==> src/verilog/elasticPkg.sv <==
`default_nettype none

package elasticPkg;

  // Widths of the reduction node
  localparam int wordWidth  = 16;
  localparam int sumWidth   = 24;
  localparam int countWidth = 8;

  // One input data word
  typedef logic [wordWidth-1:0] wordT;

  // One group sum, wraps modulo 2^24
  typedef logic [sumWidth-1:0] sumT;

  // Position of a word inside its group
  typedef logic [countWidth-1:0] countT;

  // Reducer FSM: take words, or offer a finished sum
  typedef enum logic [0:0] {
    accumState,
    emitState
  } reduceStateT;

endpackage

`default_nettype wire
==> src/verilog/groupReducer.sv <==
`timescale 1ns/1ps
`default_nettype none

module groupReducer #(
  parameter int inDepth  = 4,
  parameter int outDepth = 2,
  parameter int groupLen = 4
) (
  input  wire logic             clk,
  input  wire logic             rst,
  input  wire elasticPkg::wordT ins,
  input  wire logic             insValid,
  input  wire logic             outsReady,
  output elasticPkg::sumT       outs,
  output logic                  outsValid,
  output logic                  insReady
);

  import elasticPkg::*;

  wordT fifoData;
  logic fifoValid;
  logic takeWord;
  logic lastWord;
  logic firstWord;
  sumT  groupSum;
  logic sumValid;
  logic sumReady;

  // Input side buffering
  elasticFifo #(
    .depth (inDepth),
    .dataT (wordT)
  ) inFifo (
    .clk       (clk),
    .rst       (rst),
    .ins       (ins),
    .insValid  (insValid),
    .outsReady (takeWord),
    .outs      (fifoData),
    .outsValid (fifoValid),
    .insReady  (insReady)
  );

  groupCounter #(
    .groupLen (groupLen)
  ) counter (
    .clk       (clk),
    .rst       (rst),
    .step      (takeWord),
    .lastWord  (lastWord),
    .firstWord (firstWord)
  );

  reduceCtrl ctrl (
    .clk       (clk),
    .rst       (rst),
    .fifoValid (fifoValid),
    .lastWord  (lastWord),
    .sumReady  (sumReady),
    .takeWord  (takeWord),
    .sumValid  (sumValid)
  );

  reduceDatapath datapath (
    .clk       (clk),
    .rst       (rst),
    .word      (fifoData),
    .addEn     (takeWord),
    .firstWord (firstWord),
    .groupSum  (groupSum)
  );

  // Finished sums wait here for the consumer
  elasticFifo #(
    .depth (outDepth),
    .dataT (sumT)
  ) outFifo (
    .clk       (clk),
    .rst       (rst),
    .ins       (groupSum),
    .insValid  (sumValid),
    .outsReady (outsReady),
    .outs      (outs),
    .outsValid (outsValid),
    .insReady  (sumReady)
  );

endmodule

`default_nettype wire

==> src/verilog/reduceDatapath.sv <==
`timescale 1ns/1ps
`default_nettype none

module reduceDatapath (
  input  wire logic             clk,
  input  wire logic             rst,
  input  wire elasticPkg::wordT word,
  input  wire logic             addEn,
  input  wire logic             firstWord,
  output elasticPkg::sumT       groupSum
);

  import elasticPkg::*;

  sumT acc;
  sumT wordExt;

  // Words are unsigned, so widen with zeros
  assign wordExt = sumT'(word);

  // First word of a group starts a fresh sum; the add wraps at 24 bits
  always_ff @(posedge clk or posedge rst) begin
    if (rst) begin
      acc <= '0;
    end else if (addEn) begin
      if (firstWord) begin
        acc <= wordExt;
      end else begin
        acc <= acc + wordExt;
      end
    end
  end

  // No adds happen in emitState, so this holds while the sum is offered
  assign groupSum = acc;

endmodule

`default_nettype wire

==> src/verilog/reduceCtrl.sv <==
`timescale 1ns/1ps
`default_nettype none

module reduceCtrl (
  input  wire logic clk,
  input  wire logic rst,
  input  wire logic fifoValid,
  input  wire logic lastWord,
  input  wire logic sumReady,
  output logic      takeWord,
  output logic      sumValid
);

  import elasticPkg::*;

  reduceStateT state;
  reduceStateT stateNext;

  // Words are only taken while no sum is waiting
  assign takeWord = (state == accumState) && fifoValid;
  assign sumValid = (state == emitState);

  always_comb begin
    stateNext = state;
    case (state)
      accumState: begin
        if (takeWord && lastWord) begin
          stateNext = emitState;
        end
      end
      emitState: begin
        // Sum handed to the output FIFO
        if (sumReady) begin
          stateNext = accumState;
        end
      end
      default: stateNext = accumState;
    endcase
  end

  always_ff @(posedge clk or posedge rst) begin
    if (rst) begin
      state <= accumState;
    end else begin
      state <= stateNext;
    end
  end

  noTakeWhileEmit: assert property (
    @(posedge clk) disable iff (rst)
    !(takeWord && sumValid)
  ) else $error("reduceCtrl: word taken while a sum is offered");

endmodule

`default_nettype wire

==> src/verilog/groupCounter.sv <==
`timescale 1ns/1ps
`default_nettype none

module groupCounter #(
  parameter int groupLen = 4
) (
  input  wire logic clk,
  input  wire logic rst,
  input  wire logic step,
  output logic      lastWord,
  output logic      firstWord
);

  import elasticPkg::*;

  countT count;

  assign firstWord = (count == '0);
  assign lastWord  = (count == countT'(groupLen - 1));

  // Advance per accepted word, back to zero after the last one
  always_ff @(posedge clk or posedge rst) begin
    if (rst) begin
      count <= '0;
    end else if (step) begin
      if (lastWord) begin
        count <= '0;
      end else begin
        count <= count + countT'(1);
      end
    end
  end

  countInRange: assert property (
    @(posedge clk) disable iff (rst)
    int'(count) < groupLen
  ) else $error("groupCounter: count reached groupLen");

endmodule

`default_nettype wire

==> src/verilog/elasticFifo.sv <==
`timescale 1ns/1ps
`default_nettype none

module elasticFifo #(
  parameter int depth = 4,
  parameter type dataT = elasticPkg::wordT
) (
  input  wire logic clk,
  input  wire logic rst,
  input  wire dataT ins,
  input  wire logic insValid,
  input  wire logic outsReady,
  output dataT      outs,
  output logic      outsValid,
  output logic      insReady
);

  // A depth of one still needs a one-bit pointer
  localparam int ptrWidth = (depth > 1) ? $clog2(depth) : 1;
  localparam logic [ptrWidth-1:0] lastPtr = ptrWidth'(depth - 1);

  logic [ptrWidth-1:0] head;
  logic [ptrWidth-1:0] tail;
  logic [ptrWidth-1:0] headNext;
  logic [ptrWidth-1:0] tailNext;
  logic full;
  logic empty;
  logic readEn;
  logic writeEn;

  dataT mem [depth];

  // Pointers wrap at depth, which need not be a power of two
  assign headNext = (head == lastPtr) ? '0 : head + 1'b1;
  assign tailNext = (tail == lastPtr) ? '0 : tail + 1'b1;

  // Space is available, or a slot frees up in the same cycle
  assign insReady = ~full | outsReady;

  assign readEn  = outsReady & ~empty;
  assign writeEn = insValid & (~full | outsReady);

  assign outsValid = ~empty;
  assign outs      = mem[head];

  always_ff @(posedge clk) begin
    if (writeEn) begin
      mem[tail] <= ins;
    end
  end

  always_ff @(posedge clk or posedge rst) begin
    if (rst) begin
      tail <= '0;
    end else if (writeEn) begin
      tail <= tailNext;
    end
  end

  always_ff @(posedge clk or posedge rst) begin
    if (rst) begin
      head <= '0;
    end else if (readEn) begin
      head <= headNext;
    end
  end

  // Full only changes when exactly one side moves
  always_ff @(posedge clk or posedge rst) begin
    if (rst) begin
      full <= 1'b0;
    end else if (writeEn && !readEn) begin
      if (tailNext == head) begin
        full <= 1'b1;
      end
    end else if (readEn && !writeEn) begin
      full <= 1'b0;
    end
  end

  // Empty is registered, so a new word shows up one cycle later
  always_ff @(posedge clk or posedge rst) begin
    if (rst) begin
      empty <= 1'b1;
    end else if (readEn && !writeEn) begin
      if (headNext == tail) begin
        empty <= 1'b1;
      end
    end else if (writeEn && !readEn) begin
      empty <= 1'b0;
    end
  end

  // A full FIFO only takes a word when it also hands one out
  noOverflow: assert property (
    @(posedge clk) disable iff (rst)
    (writeEn && full) |-> readEn
  ) else $error("elasticFifo: write accepted while full and not read");

endmodule

`default_nettype wire

==> config.mk <==
export PLATFORM = sky130hd
export DESIGN_NAME = groupReducer
export DESIGN_NICKNAME = d
export VERILOG_FILES = /design/src/verilog/elasticPkg.sv /design/src/verilog/groupReducer.sv /design/src/verilog/reduceDatapath.sv /design/src/verilog/reduceCtrl.sv /design/src/verilog/groupCounter.sv /design/src/verilog/elasticFifo.sv
export SDC_FILE = /design/constraint.sdc
export NUM_CORES = 1
export LEC_CHECK = 0
export BUFFER_PORTS_ARGS = -buffer_cell sky130_fd_sc_hd__buf_2
export CORE_MARGIN = 8
export CORE_UTILIZATION = 50
export CTS_CLUSTER_DIAMETER = 150
export DETAILED_ROUTE_END_ITERATION = 16
export GPL_TIMING_DRIVEN = 0
export PLACE_DENSITY_LB_ADDON = 0.1
export SLEW_MARGIN = 20
export SYNTH_ARGS = -nofsm -noshare
export SYNTH_HDL_FRONTEND = slang
export SYNTH_SLANG_ARGS = --single-unit
==> constraint.sdc <==
create_clock -name clk -period 3.2 [get_ports clk]
set_input_delay 0.96 -clock clk [delete_from_list [all_inputs] [get_ports clk]]
set_output_delay 0.96 -clock clk [all_outputs]
set_load 0.02 [all_outputs]
== Word-level counts from Yosys, hierarchy flattened ==
Memories as Yosys holds them, arrays and structs flattened.
Index checks and enable logic that the tools add are counted.
Word-level totals
  bits in registers: 43
  memory bits (writable): 112
  input bits: 20
  word-level logic and storage cells: 83
  memories: 2
Memories
  inFifo.mem: words 4, bits a word 16, rd ports 1, clocked after memory_dff 0, wr ports 1, RTL line elasticFifo.sv:31  | dataT mem [depth];
  outFifo.mem: words 2, bits a word 24, rd ports 1, clocked after memory_dff 0, wr ports 1, RTL line elasticFifo.sv:31
Operators by class
  add/subtract/negate cells: 6
  equal/unequal tests: 11
  muxes and demuxes: 25
  bitwise operators: 11
  reductions and logical operators: 17
Operator list (number)
  adder 24 x 16 -> 24 bit: 1
  2-to-1 mux 24 bit: 1
  2-to-1 mux 1 bit: 20
  adder 8 x 1 -> 8 bit, second input constant: 1
  equality test 8 x 2 -> 1 bit, second input constant: 1
  logical NOT 8 bit: 1
  2-to-1 mux 8 bit: 1
  inequality test 2 bit, second input constant: 4
  AND reduction 2 bit: 4
  logical AND 1 bit: 6
  NOT 1 bit: 5
  adder 2 x 1 -> 2 bit, second input constant: 2
  bitwise AND 1 bit: 4
  equality test 2 bit: 2
  equality test 2 bit, second input constant: 2
  logical NOT 1 bit: 4
  2-to-1 mux 2 bit: 2
  nonzero test 2 bit: 2
  adder 1 bit, second input constant: 2
  equality test 1 bit: 2
  OR 1 bit: 2
  case mux 1 bit (2 select lines): 1

== Longest topological paths before layout ==
Gate-level depths: netlist of the first run.
  depth in word-level cells: 8
  mapped depth: 13
  depth with buffers taken out: 11

== By module ==
Synthesis of the first run repeated with hierarchy kept, for this count alone.
Unflattened totals
  cells, all modules: 488
  area total of the unflattened synthesis: 7223.2 um^2
By module, submodules not included
  elasticFifo at inFifo: times used 1, cells an instance 121, area each 2751.4 um^2, seq. area each 2073.2 um^2
  elasticFifo at outFifo: times used 1, cells an instance 94, area each 2023.2 um^2, seq. area each 1542.7 um^2
  reduceDatapath: times used 1, cells an instance 229, area each 1980.6 um^2, seq. area each 600.6 um^2
  groupCounter: times used 1, cells an instance 39, area each 412.9 um^2, seq. area each 200.2 um^2
  reduceCtrl: times used 1, cells an instance 5, area each 55.1 um^2, seq. area each 25.0 um^2

== Least setup slack after synthesis of the first run ==
Ideal clock, no wire load.
  kind: register -> register
  start: reg inFifo.head[0]
  end: reg datapath.acc[20] (netlist: datapath.groupSum[20])
  arrival time: 3.147 ns
  data required time: 3.071 ns
  slack: -0.076 ns
  cell stages (with the launch flop): 14
  cell sequence: dfrtp_1 buf_2 buf_2 mux4_2 ha_1 inv_1 fa_1 nand2b_1 a21oi_1 o311ai_1 nand3_1 a221oi_2 or4_1 nand3_1
On the way
  cells in the longest elaborated chain, start to end: 3
RTL lines
  from (decl): RTL line elasticFifo.sv:22  | logic [ptrWidth-1:0] head;
  from (signal assigned): RTL line elasticFifo.sv:64  | head <= headNext;
  memory read (4 x 16 bit)
  adder 24 x 16 -> 24 bit: RTL line reduceDatapath.sv:29  | acc <= acc + wordExt;
  2-to-1 mux 24 bit: RTL line reduceDatapath.sv:26  | if (firstWord) begin
  to (signal assigned): RTL line reduceDatapath.sv:27  | acc <= wordExt;
  to (signal assigned): RTL line reduceDatapath.sv:29
  to (decl): RTL line reduceDatapath.sv:15  | sumT acc;
Every way passes these cells.
A chain may end at the register's enable or synchronous reset.

== Worst setup path after layout of the first run ==
  start: reg inFifo.head[0]
  end: reg datapath.acc[19] (netlist: datapath.groupSum[19])
Same word-level chain as after synthesis.

==> reports/qor.txt, run 1 <==
Synth Flop Type: edfxtp_1
EDFF count, synth: 112
n_diodes: 0
WHS Endpoint: counter.count[7]
Ys Warns: 0
Die Y: 134.3 um
setup_tns: 0 ps
vias in the first global route: 4145
initial drt markers: 207
worst skew pair latency: 420 ps
Nets: 607
Clock Path Buffers: 2
Critical Path Fanout Max: 9
Worst Tran Pin Value: 895.9 ps
share of cells above drive strength 1: 31.08%
cell count after synthesis: 489
Slew HR: 40.28%
mapped cell area: 7000 um2
XOR/XNOR Fraction of Synth Area: 3.003%
Post-Synth Simple-Gate Area: 9.205%
htree depth: 4
Worst Hold Class: flop to flop
core box area: 13770 um2
reg2reg start: inFifo.head[0]
fin. max-slew vios: 0
Initial Utilization: 50.83%
gpl congestion: 0.8978
Num CTS Buffers: 17
total power: 0.01003 W
die area: 18040 um2
crit path from: inFifo.head[0]
RSZ-0062 raised after global routing: true
Peak VDD IR: 0.0004488 V
fin crit share: 95.90%
I/O Buffers: 45
complex-gate fraction of the synthesized area: 8.454%
Worst-path clk slew: 70 ps
Hold Fails Final Rpt: 0
Clock Skew: 7.792 ps
vias: 4099
# IOs: 46
fill count: 1096
Worst EP arrival: 3380 ps
# setup viols final: 0
syn avg cell area: 14.32 um2
hold buffer count at cts: 0
largest family of logic cells by synthesized area: multiplexers
Die W: 134.3 um
root buffer cell: clkbuf_16
Setup Crit Path Kind: flop to flop
commonest non-fill, non-tap cell in the layout: edfxtp_1
reg2reg setup slack: 130 ps
global-route wire length before repair: 21730 um
Power Density: 1205 nW/um2
Crit Reg-Reg Endpoint: datapath.groupSum[19]
Non-Filler Instances: 756
crit path launch type: flop
post-synthesis mux area share: 9.312%
drt total wl: 13550 um
Yosys cell types: 61
post-layout util: 60.39%
site row count: 43
minimum clock period: 3069 ps
Syn Nets: 533
dpl cells: 715
register area share after synthesis: 63.45%
min-delay src: counter.count[7]
GRT overflow: 0
Pleak: 3.230 nW
fraction of the mapped netlist area in adder cells: 4.397%
Max-Cap Viols: 0
most frequent cells in the layout: edfxtp_1, buf_2, dfrtp_1
antenna violations before repair: 0
CP required: 3510 ps
Async SR Flop Fraction: 27.74%
Synth Register Bits: 155
dpl hpwl: 9169 um
GRT Total Usage: 15.64%
capturing element type of the critical path: flop
clock sink total: 155
drt wl/cell: 17.92 um
r2r worst-path depth: 11
CTS tree: built
status: finished, final reports clean
largest net degree at the start of global routing: 25
fmax: 325.8 MHz
Hold Path Depth: 1
antenna-violating nets left: 0
drt drc: 0
TritonRoute pass-1 iters: 4
hold slack: 481.8 ps
Area Growth Syn to Fin: 18.82%
Vias/cell: 5.422
[stage by stage]
step | setup slack (ps) | instance area, um2
global route | -16.50 | 8318
global placement | -951.4 | 7453
CTS | 28.22 | 8245
floorplan | 5.191 | 7003
finish | 131.0 | 8318
detailed placement | -983.4 | 7488
[cell usage after synthesis (4+ instances only)]
| library cell | instances | area [um2] |
|---|---|---|
| edfxtp_1 | 112 | 3363 |
| dfrtp_1 | 41 | 1026 |
| nand2_1 | 37 | 138.9 |
| a21oi_1 | 25 | 125.1 |
| mux2_2 | 25 | 281.5 |
| ha_1 | 23 | 287.8 |
| nor2_1 | 21 | 78.83 |
| mux4_2 | 16 | 360.4 |
| xnor2_1 | 14 | 122.6 |
| and3_1 | 13 | 81.33 |
| inv_1 | 13 | 48.80 |
| nand3_1 | 13 | 65.06 |
| o21ai_0 | 13 | 65.06 |
| o21ai_1 | 12 | 60.06 |
| xor2_1 | 10 | 87.58 |
| a21o_1 | 9 | 67.56 |
| nand4_1 | 9 | 56.30 |
| clkbuf_1 | 8 | 30.03 |
| nand2_2 | 5 | 31.28 |
| or3_1 | 5 | 31.28 |
| a21oi_2 | 4 | 35.03 |
| a31oi_1 | 4 | 25.02 |
| buf_2 | 4 | 20.02 |
[sequential cells by signal, summed over array words and instances (netlist names), 2 cells and up]
name / flops
inFifo.mem: 64
outFifo.mem: 48
datapath.groupSum: 24
counter.count: 8
inFifo.head: 2
inFifo.tail: 2
[critical path, stage by stage, from the launching register on]
cell and delay, ps:
dfrtp_1 400, buf_12 130, buf_6 170, mux4_2 550, ha_2 320, a21oi_1 150
o21ai_1 100, or3_4 350, o221ai_4 230, o21bai_4 130, nor4bb_1 140, a211o_1 270
[power by group]
group	internal [W]	switching (W)	leakage (nW)	total, W
Clock	0.00110	0.000854	0.289	0.00196
Sequential	0.00282	0.000337	1.56	0.00316
Combinational	0.00217	0.00274	1.38	0.00491
[kinds of logic (layout without fill, tap and decap cells)]
logic type | Yosys count | after routing
simple gates | 123 | 123
compound gates | 90 | 90
mux | 42 | 42
fa+ha+maj | 24 | 24
flops | 155 | 155
buf+inv | 31 | 118
xor+xnor | 24 | 24
[layer usage]
layer | track usage (%) | vias up | wire, um
met5 | 0 | - | 0
met4 | 6.238 | 0 | 201
met3 | 3.964 | 15 | 687
met2 | 25.09 | 78 | 6529
met1 | 19.88 | 1989 | 6126
li1 | - | 2017 | -
[worst max-delay path by stage]
stage / cells after the start / to
final: 11 / datapath.groupSum[19]
after detailed placement: 13 / datapath.groupSum[20]
after global placement: 13 / datapath.groupSum[20]
after CTS: 13 / datapath.groupSum[20]
after floorplan: 13 / datapath.groupSum[20]
after global routing: 13 / datapath.groupSum[16]
[repair_timing]
item,4_1_cts,5_1_grt
gates resized for setup,29,12
buffers inserted,7,2
endpoints found under the setup margin,39,8
pin swaps,7,9
gates cloned,0,0
[final cells by class]
cell class              instances  area [um2]  area share [%]
plain buffers                  18       153.9           1.850
clock buffers                  17       425.4           5.114
clock inverters                15       156.4           1.880
inverters                      13       48.80          0.5866
multi-input cells             303        2542           30.57
flip-flops and latches        155        4442           53.40
well taps                     180       225.2           2.708
repair buffers                 55       324.1           3.896
Note: power is estimated with default switching activity, not from simulation.
==> run 2: changes to the inputs <==
--- a/config.mk
+++ b/config.mk
@@ -15,4 +15,5 @@
 export SLEW_MARGIN = 20
 export SYNTH_ARGS = -nofsm -noshare
 export SYNTH_HDL_FRONTEND = slang
+export SYNTH_HIERARCHICAL = 1
 export SYNTH_SLANG_ARGS = --single-unit
==> run 2 against run 1 <==
Against the previous run:
- critical path depth grew 3
- clock skew grew 2.8 ps
- register-to-register slack lost 100 ps
- final area grew 2.5%
- flip-flop and latch count is the same
- combinational power grew 6.1%
- area after synthesis grew 3.2%
- largest power group unchanged
==> reports/qor.txt, run 2 <==
status: finished, final reports clean (unchanged)
Async SR Flop Fraction: 27.74% (unchanged)
Worst-path clk slew: 60 ps (was 70 ps)
max FFs per register: 64 (unchanged)
crit path launch type: flop (unchanged)
register area share after synthesis: 61.49% (was 63.45%)
Non-Filler Instances: 764 (was 756)
syn avg cell area: 14.80 um2 (was 14.32 um2)
Area Growth Syn to Fin: 18.03% (was 18.82%)
Synth Flop Type: edfxtp_1 (unchanged)
capturing element type of the critical path: flop (unchanged)
dpl hpwl: 9080 um (was 9169 um)
Hold Fails Final Rpt: 0 (unchanged)
Peak VDD IR: 0.0006287 V (was 0.0004488 V)
Pleak: 3.308 nW (was 3.230 nW)
drt drc: 0 (unchanged)
global-route wire length before repair: 21730 um (unchanged)
fill count: 1130 (was 1096)
Worst EP arrival: 3450 ps (was 3380 ps)
Biggest register: inFifo/mem (was inFifo.mem)
Slew HR: 38.00% (was 40.28%)
CTS tree: built (unchanged)
mapped cell area: 7223 um2 (was 7000 um2)
I/O Buffers: 45 (unchanged)
Yosys top cell area share: 46.56% (was 48.04%)
Worst Tran Pin Value: 924.2 ps (was 895.9 ps)
setup_tns: 0 ps (unchanged)
Synth Register Bits: 155 (unchanged)
CP required: 3480 ps (was 3510 ps)
# setup viols final: 0 (unchanged)
clock sink total: 155 (unchanged)
vias in the first global route: 4340 (was 4145)
Yosys cell types: 64 (was 61)
RSZ-0062 raised after global routing: true (unchanged)
post-place instance area: 7686 um2 (was 7488 um2)
Nets: 611 (was 607)
fin area: 8526 um2 (was 8318 um2)
Die Y: 136.2 um (was 134.3 um)
EDFF count, synth: 112 (unchanged)
htree depth: 4 (unchanged)
Crit Reg-Reg Endpoint: datapath/groupSum[22] (was datapath.groupSum[19])
fin crit share: 99.03% (was 95.90%)
Setup Crit Path Kind: flop to flop (unchanged)
fmax: 315.6 MHz (was 325.8 MHz)
reg2reg setup slack: 30 ps (was 130 ps)
TritonRoute pass-1 iters: 4 (unchanged)
most frequent cells in the layout: edfxtp_1, buf_2, dfrtp_1 (unchanged)
Die W: 136.2 um (was 134.3 um)
Synth area leaders: edfxtp_1, dfrtp_1, ha_1, mux2_4, mux4_1 (was edfxtp_1, dfrtp_1, mux4_2, ha_1, mux2_2)
site row count: 44 (was 43)
antenna violations before repair: 0 (unchanged)
cell count after synthesis: 488 (was 489)
share of cells above drive strength 1: 31.55% (was 31.08%)
fin. max-slew vios: 0 (unchanged)
n_diodes: 0 (unchanged)
Slowest-stage cell, CP: dfrtp_1 (was mux4_2)
root buffer cell: clkbuf_16 (unchanged)
Critical Path Fanout Max: 8 (was 9)
Post-synth top cells: edfxtp_1, dfrtp_1, nor2_1, a21oi_1 (was edfxtp_1, dfrtp_1, nand2_1, a21oi_1, mux2_2)
antenna-violating nets left: 0 (unchanged)
Max-Cap Viols: 0 (unchanged)
commonest non-fill, non-tap cell in the layout: edfxtp_1 (unchanged)
drt wl/cell: 17.46 um (was 17.92 um)
GRT overflow: 0 (unchanged)
largest net degree at the start of global routing: 25 (unchanged)
r2r worst-path depth: 14 (was 11)
initial drt markers: 319 (was 207)
Worst Hold Class: input pin to async pin (was flop to flop)
minimum clock period: 3169 ps (was 3069 ps)
Crit path buffers/inverters: 4 (was 2)
total power: 0.01027 W (was 0.01003 W)
reg2reg start: inFifo/head[0] (was inFifo.head[0])
drt total wl: 13340 um (was 13550 um)
CP cell instances: buf_6 -> buf_12 -> mux4_2 -> ha_4 -> inv_2 -> fa_2 -> and2b_1 -> o2111ai_2 -> a211oi_2 -> o211ai_2 -> buf_6 -> a211oi_2 -> xnor2_1 -> nor2_1 (was buf_12 -> buf_6 -> mux4_2 -> ha_2 -> a21oi_1 -> o21ai_1 -> or3_4 -> o221ai_4 -> o21bai_4 -> nor4bb_1 -> a211o_1)
# IOs: 46 (unchanged)
max incr delay on CP: 390 ps (was 550 ps)
GRT Total Usage: 15.40% (was 15.64%)
Ys Warns: 6 (was 0)
Num CTS Buffers: 17 (unchanged)
Syn Nets: 532 (was 533)
most frequent cell after synthesis: edfxtp_1 (unchanged)
crit path from: inFifo/head[0] (was inFifo.head[0])
cell taking the most area after synthesis: edfxtp_1 (unchanged)
core box area: 14310 um2 (was 13770 um2)
dpl cells: 717 (was 715)
Clock Skew: 10.56 ps (was 7.792 ps)
Clock Path Buffers: 2 (unchanged)
die area: 18550 um2 (was 18040 um2)
Top delay family on crit path: compound AO/OA/AOI/OAI gates (unchanged)
Vias/cell: 5.419 (was 5.422)
Power Density: 1205 nW/um2 (about the same)
vias: 4140 (was 4099)
gpl congestion: 0.9101 (was 0.8978)
Initial Utilization: 50.46% (was 50.83%)
worst skew pair latency: 420 ps (about the same)
-- run 2: worst max-delay path by stage --
| stage | endpoint | slack, ps | depth (start not counted) |
|---|---|---|---|
| finish | datapath/groupSum[22] | 30 | 14 |
| global route | datapath/groupSum[18] | -70 | 13 |
| CTS | datapath/groupSum[21] | -20 | 11 |
| detailed placement | datapath/groupSum[18] | -370 | 13 |
| global placement | datapath/groupSum[18] | -320 | 13 |
| floorplan | datapath/groupSum[18] | 140 | 13 |
-- run 2: what timing repair did --
action | in CTS | in global routing
setup endpoints to repair | 9 | 11
buffers inserted | 8 | 7
pin swaps | 8 | 11
hold buffers | 0 | 0
resized for setup | 12 | 18
-- run 2: power breakdown --
| part | switching (W) | internal [W] |
|---|---|---|
| clock | 0.000751 | 0.00122 |
| combinational | 0.00277 | 0.00244 |
| sequential | 0.000314 | 0.00278 |
| total | 0.00384 | 0.00644 |
-- run 2: per-layer routing --
metal | GRT usage [%] | vias to the layer above | part of all wire, %
li1 | - | 2008 | -
met1 | 19.25 | 2056 | 45
met2 | 25.29 | 72 | 51
met3 | 4.361 | 4 | 4.1
met4 | 5.125 | 0 | 0.40
met5 | 0 | - | 0
-- run 2: area by class of cell --
type                       instances  area (um2)  share of cell area, %
multi-input combinational        293        2640                  30.97
buffer                            19       195.2                  2.289
sequential                       155        4442                  52.10
clock inverter                    12       148.9                  1.746
timing repair buffer              60       354.1                  4.153
inverter                          21       78.83                 0.9246
clock buffer                      20       436.7                  5.122
tap                              184       230.2                  2.700
-- run 2: kinds of logic after synthesis --
group	after synthesis	share of synthesized area [%]
DFF	155	61.49
and+or+nand+nor	105	7.362
AOI/OAI and AO/OA	85	8.020
muxes	51	11.80
buffers and inverters	40	3.672
xor gates and xnor gates	28	3.395
adders and majority gates	24	4.261
-- run 2: stage by stage --
step | setup WS, ps | util, % | hold slack (ps)
after global placement | -315.7 | 53.65 | 483.7
after global routing | -68.30 | 59.56 | 412.4
after floorplan | 137.8 | - | 462.6
after detailed placement | -368.7 | 53.70 | 491.9
final | 31.04 | 59.56 | 429.5
after CTS | -18.11 | 58.47 | 402.9
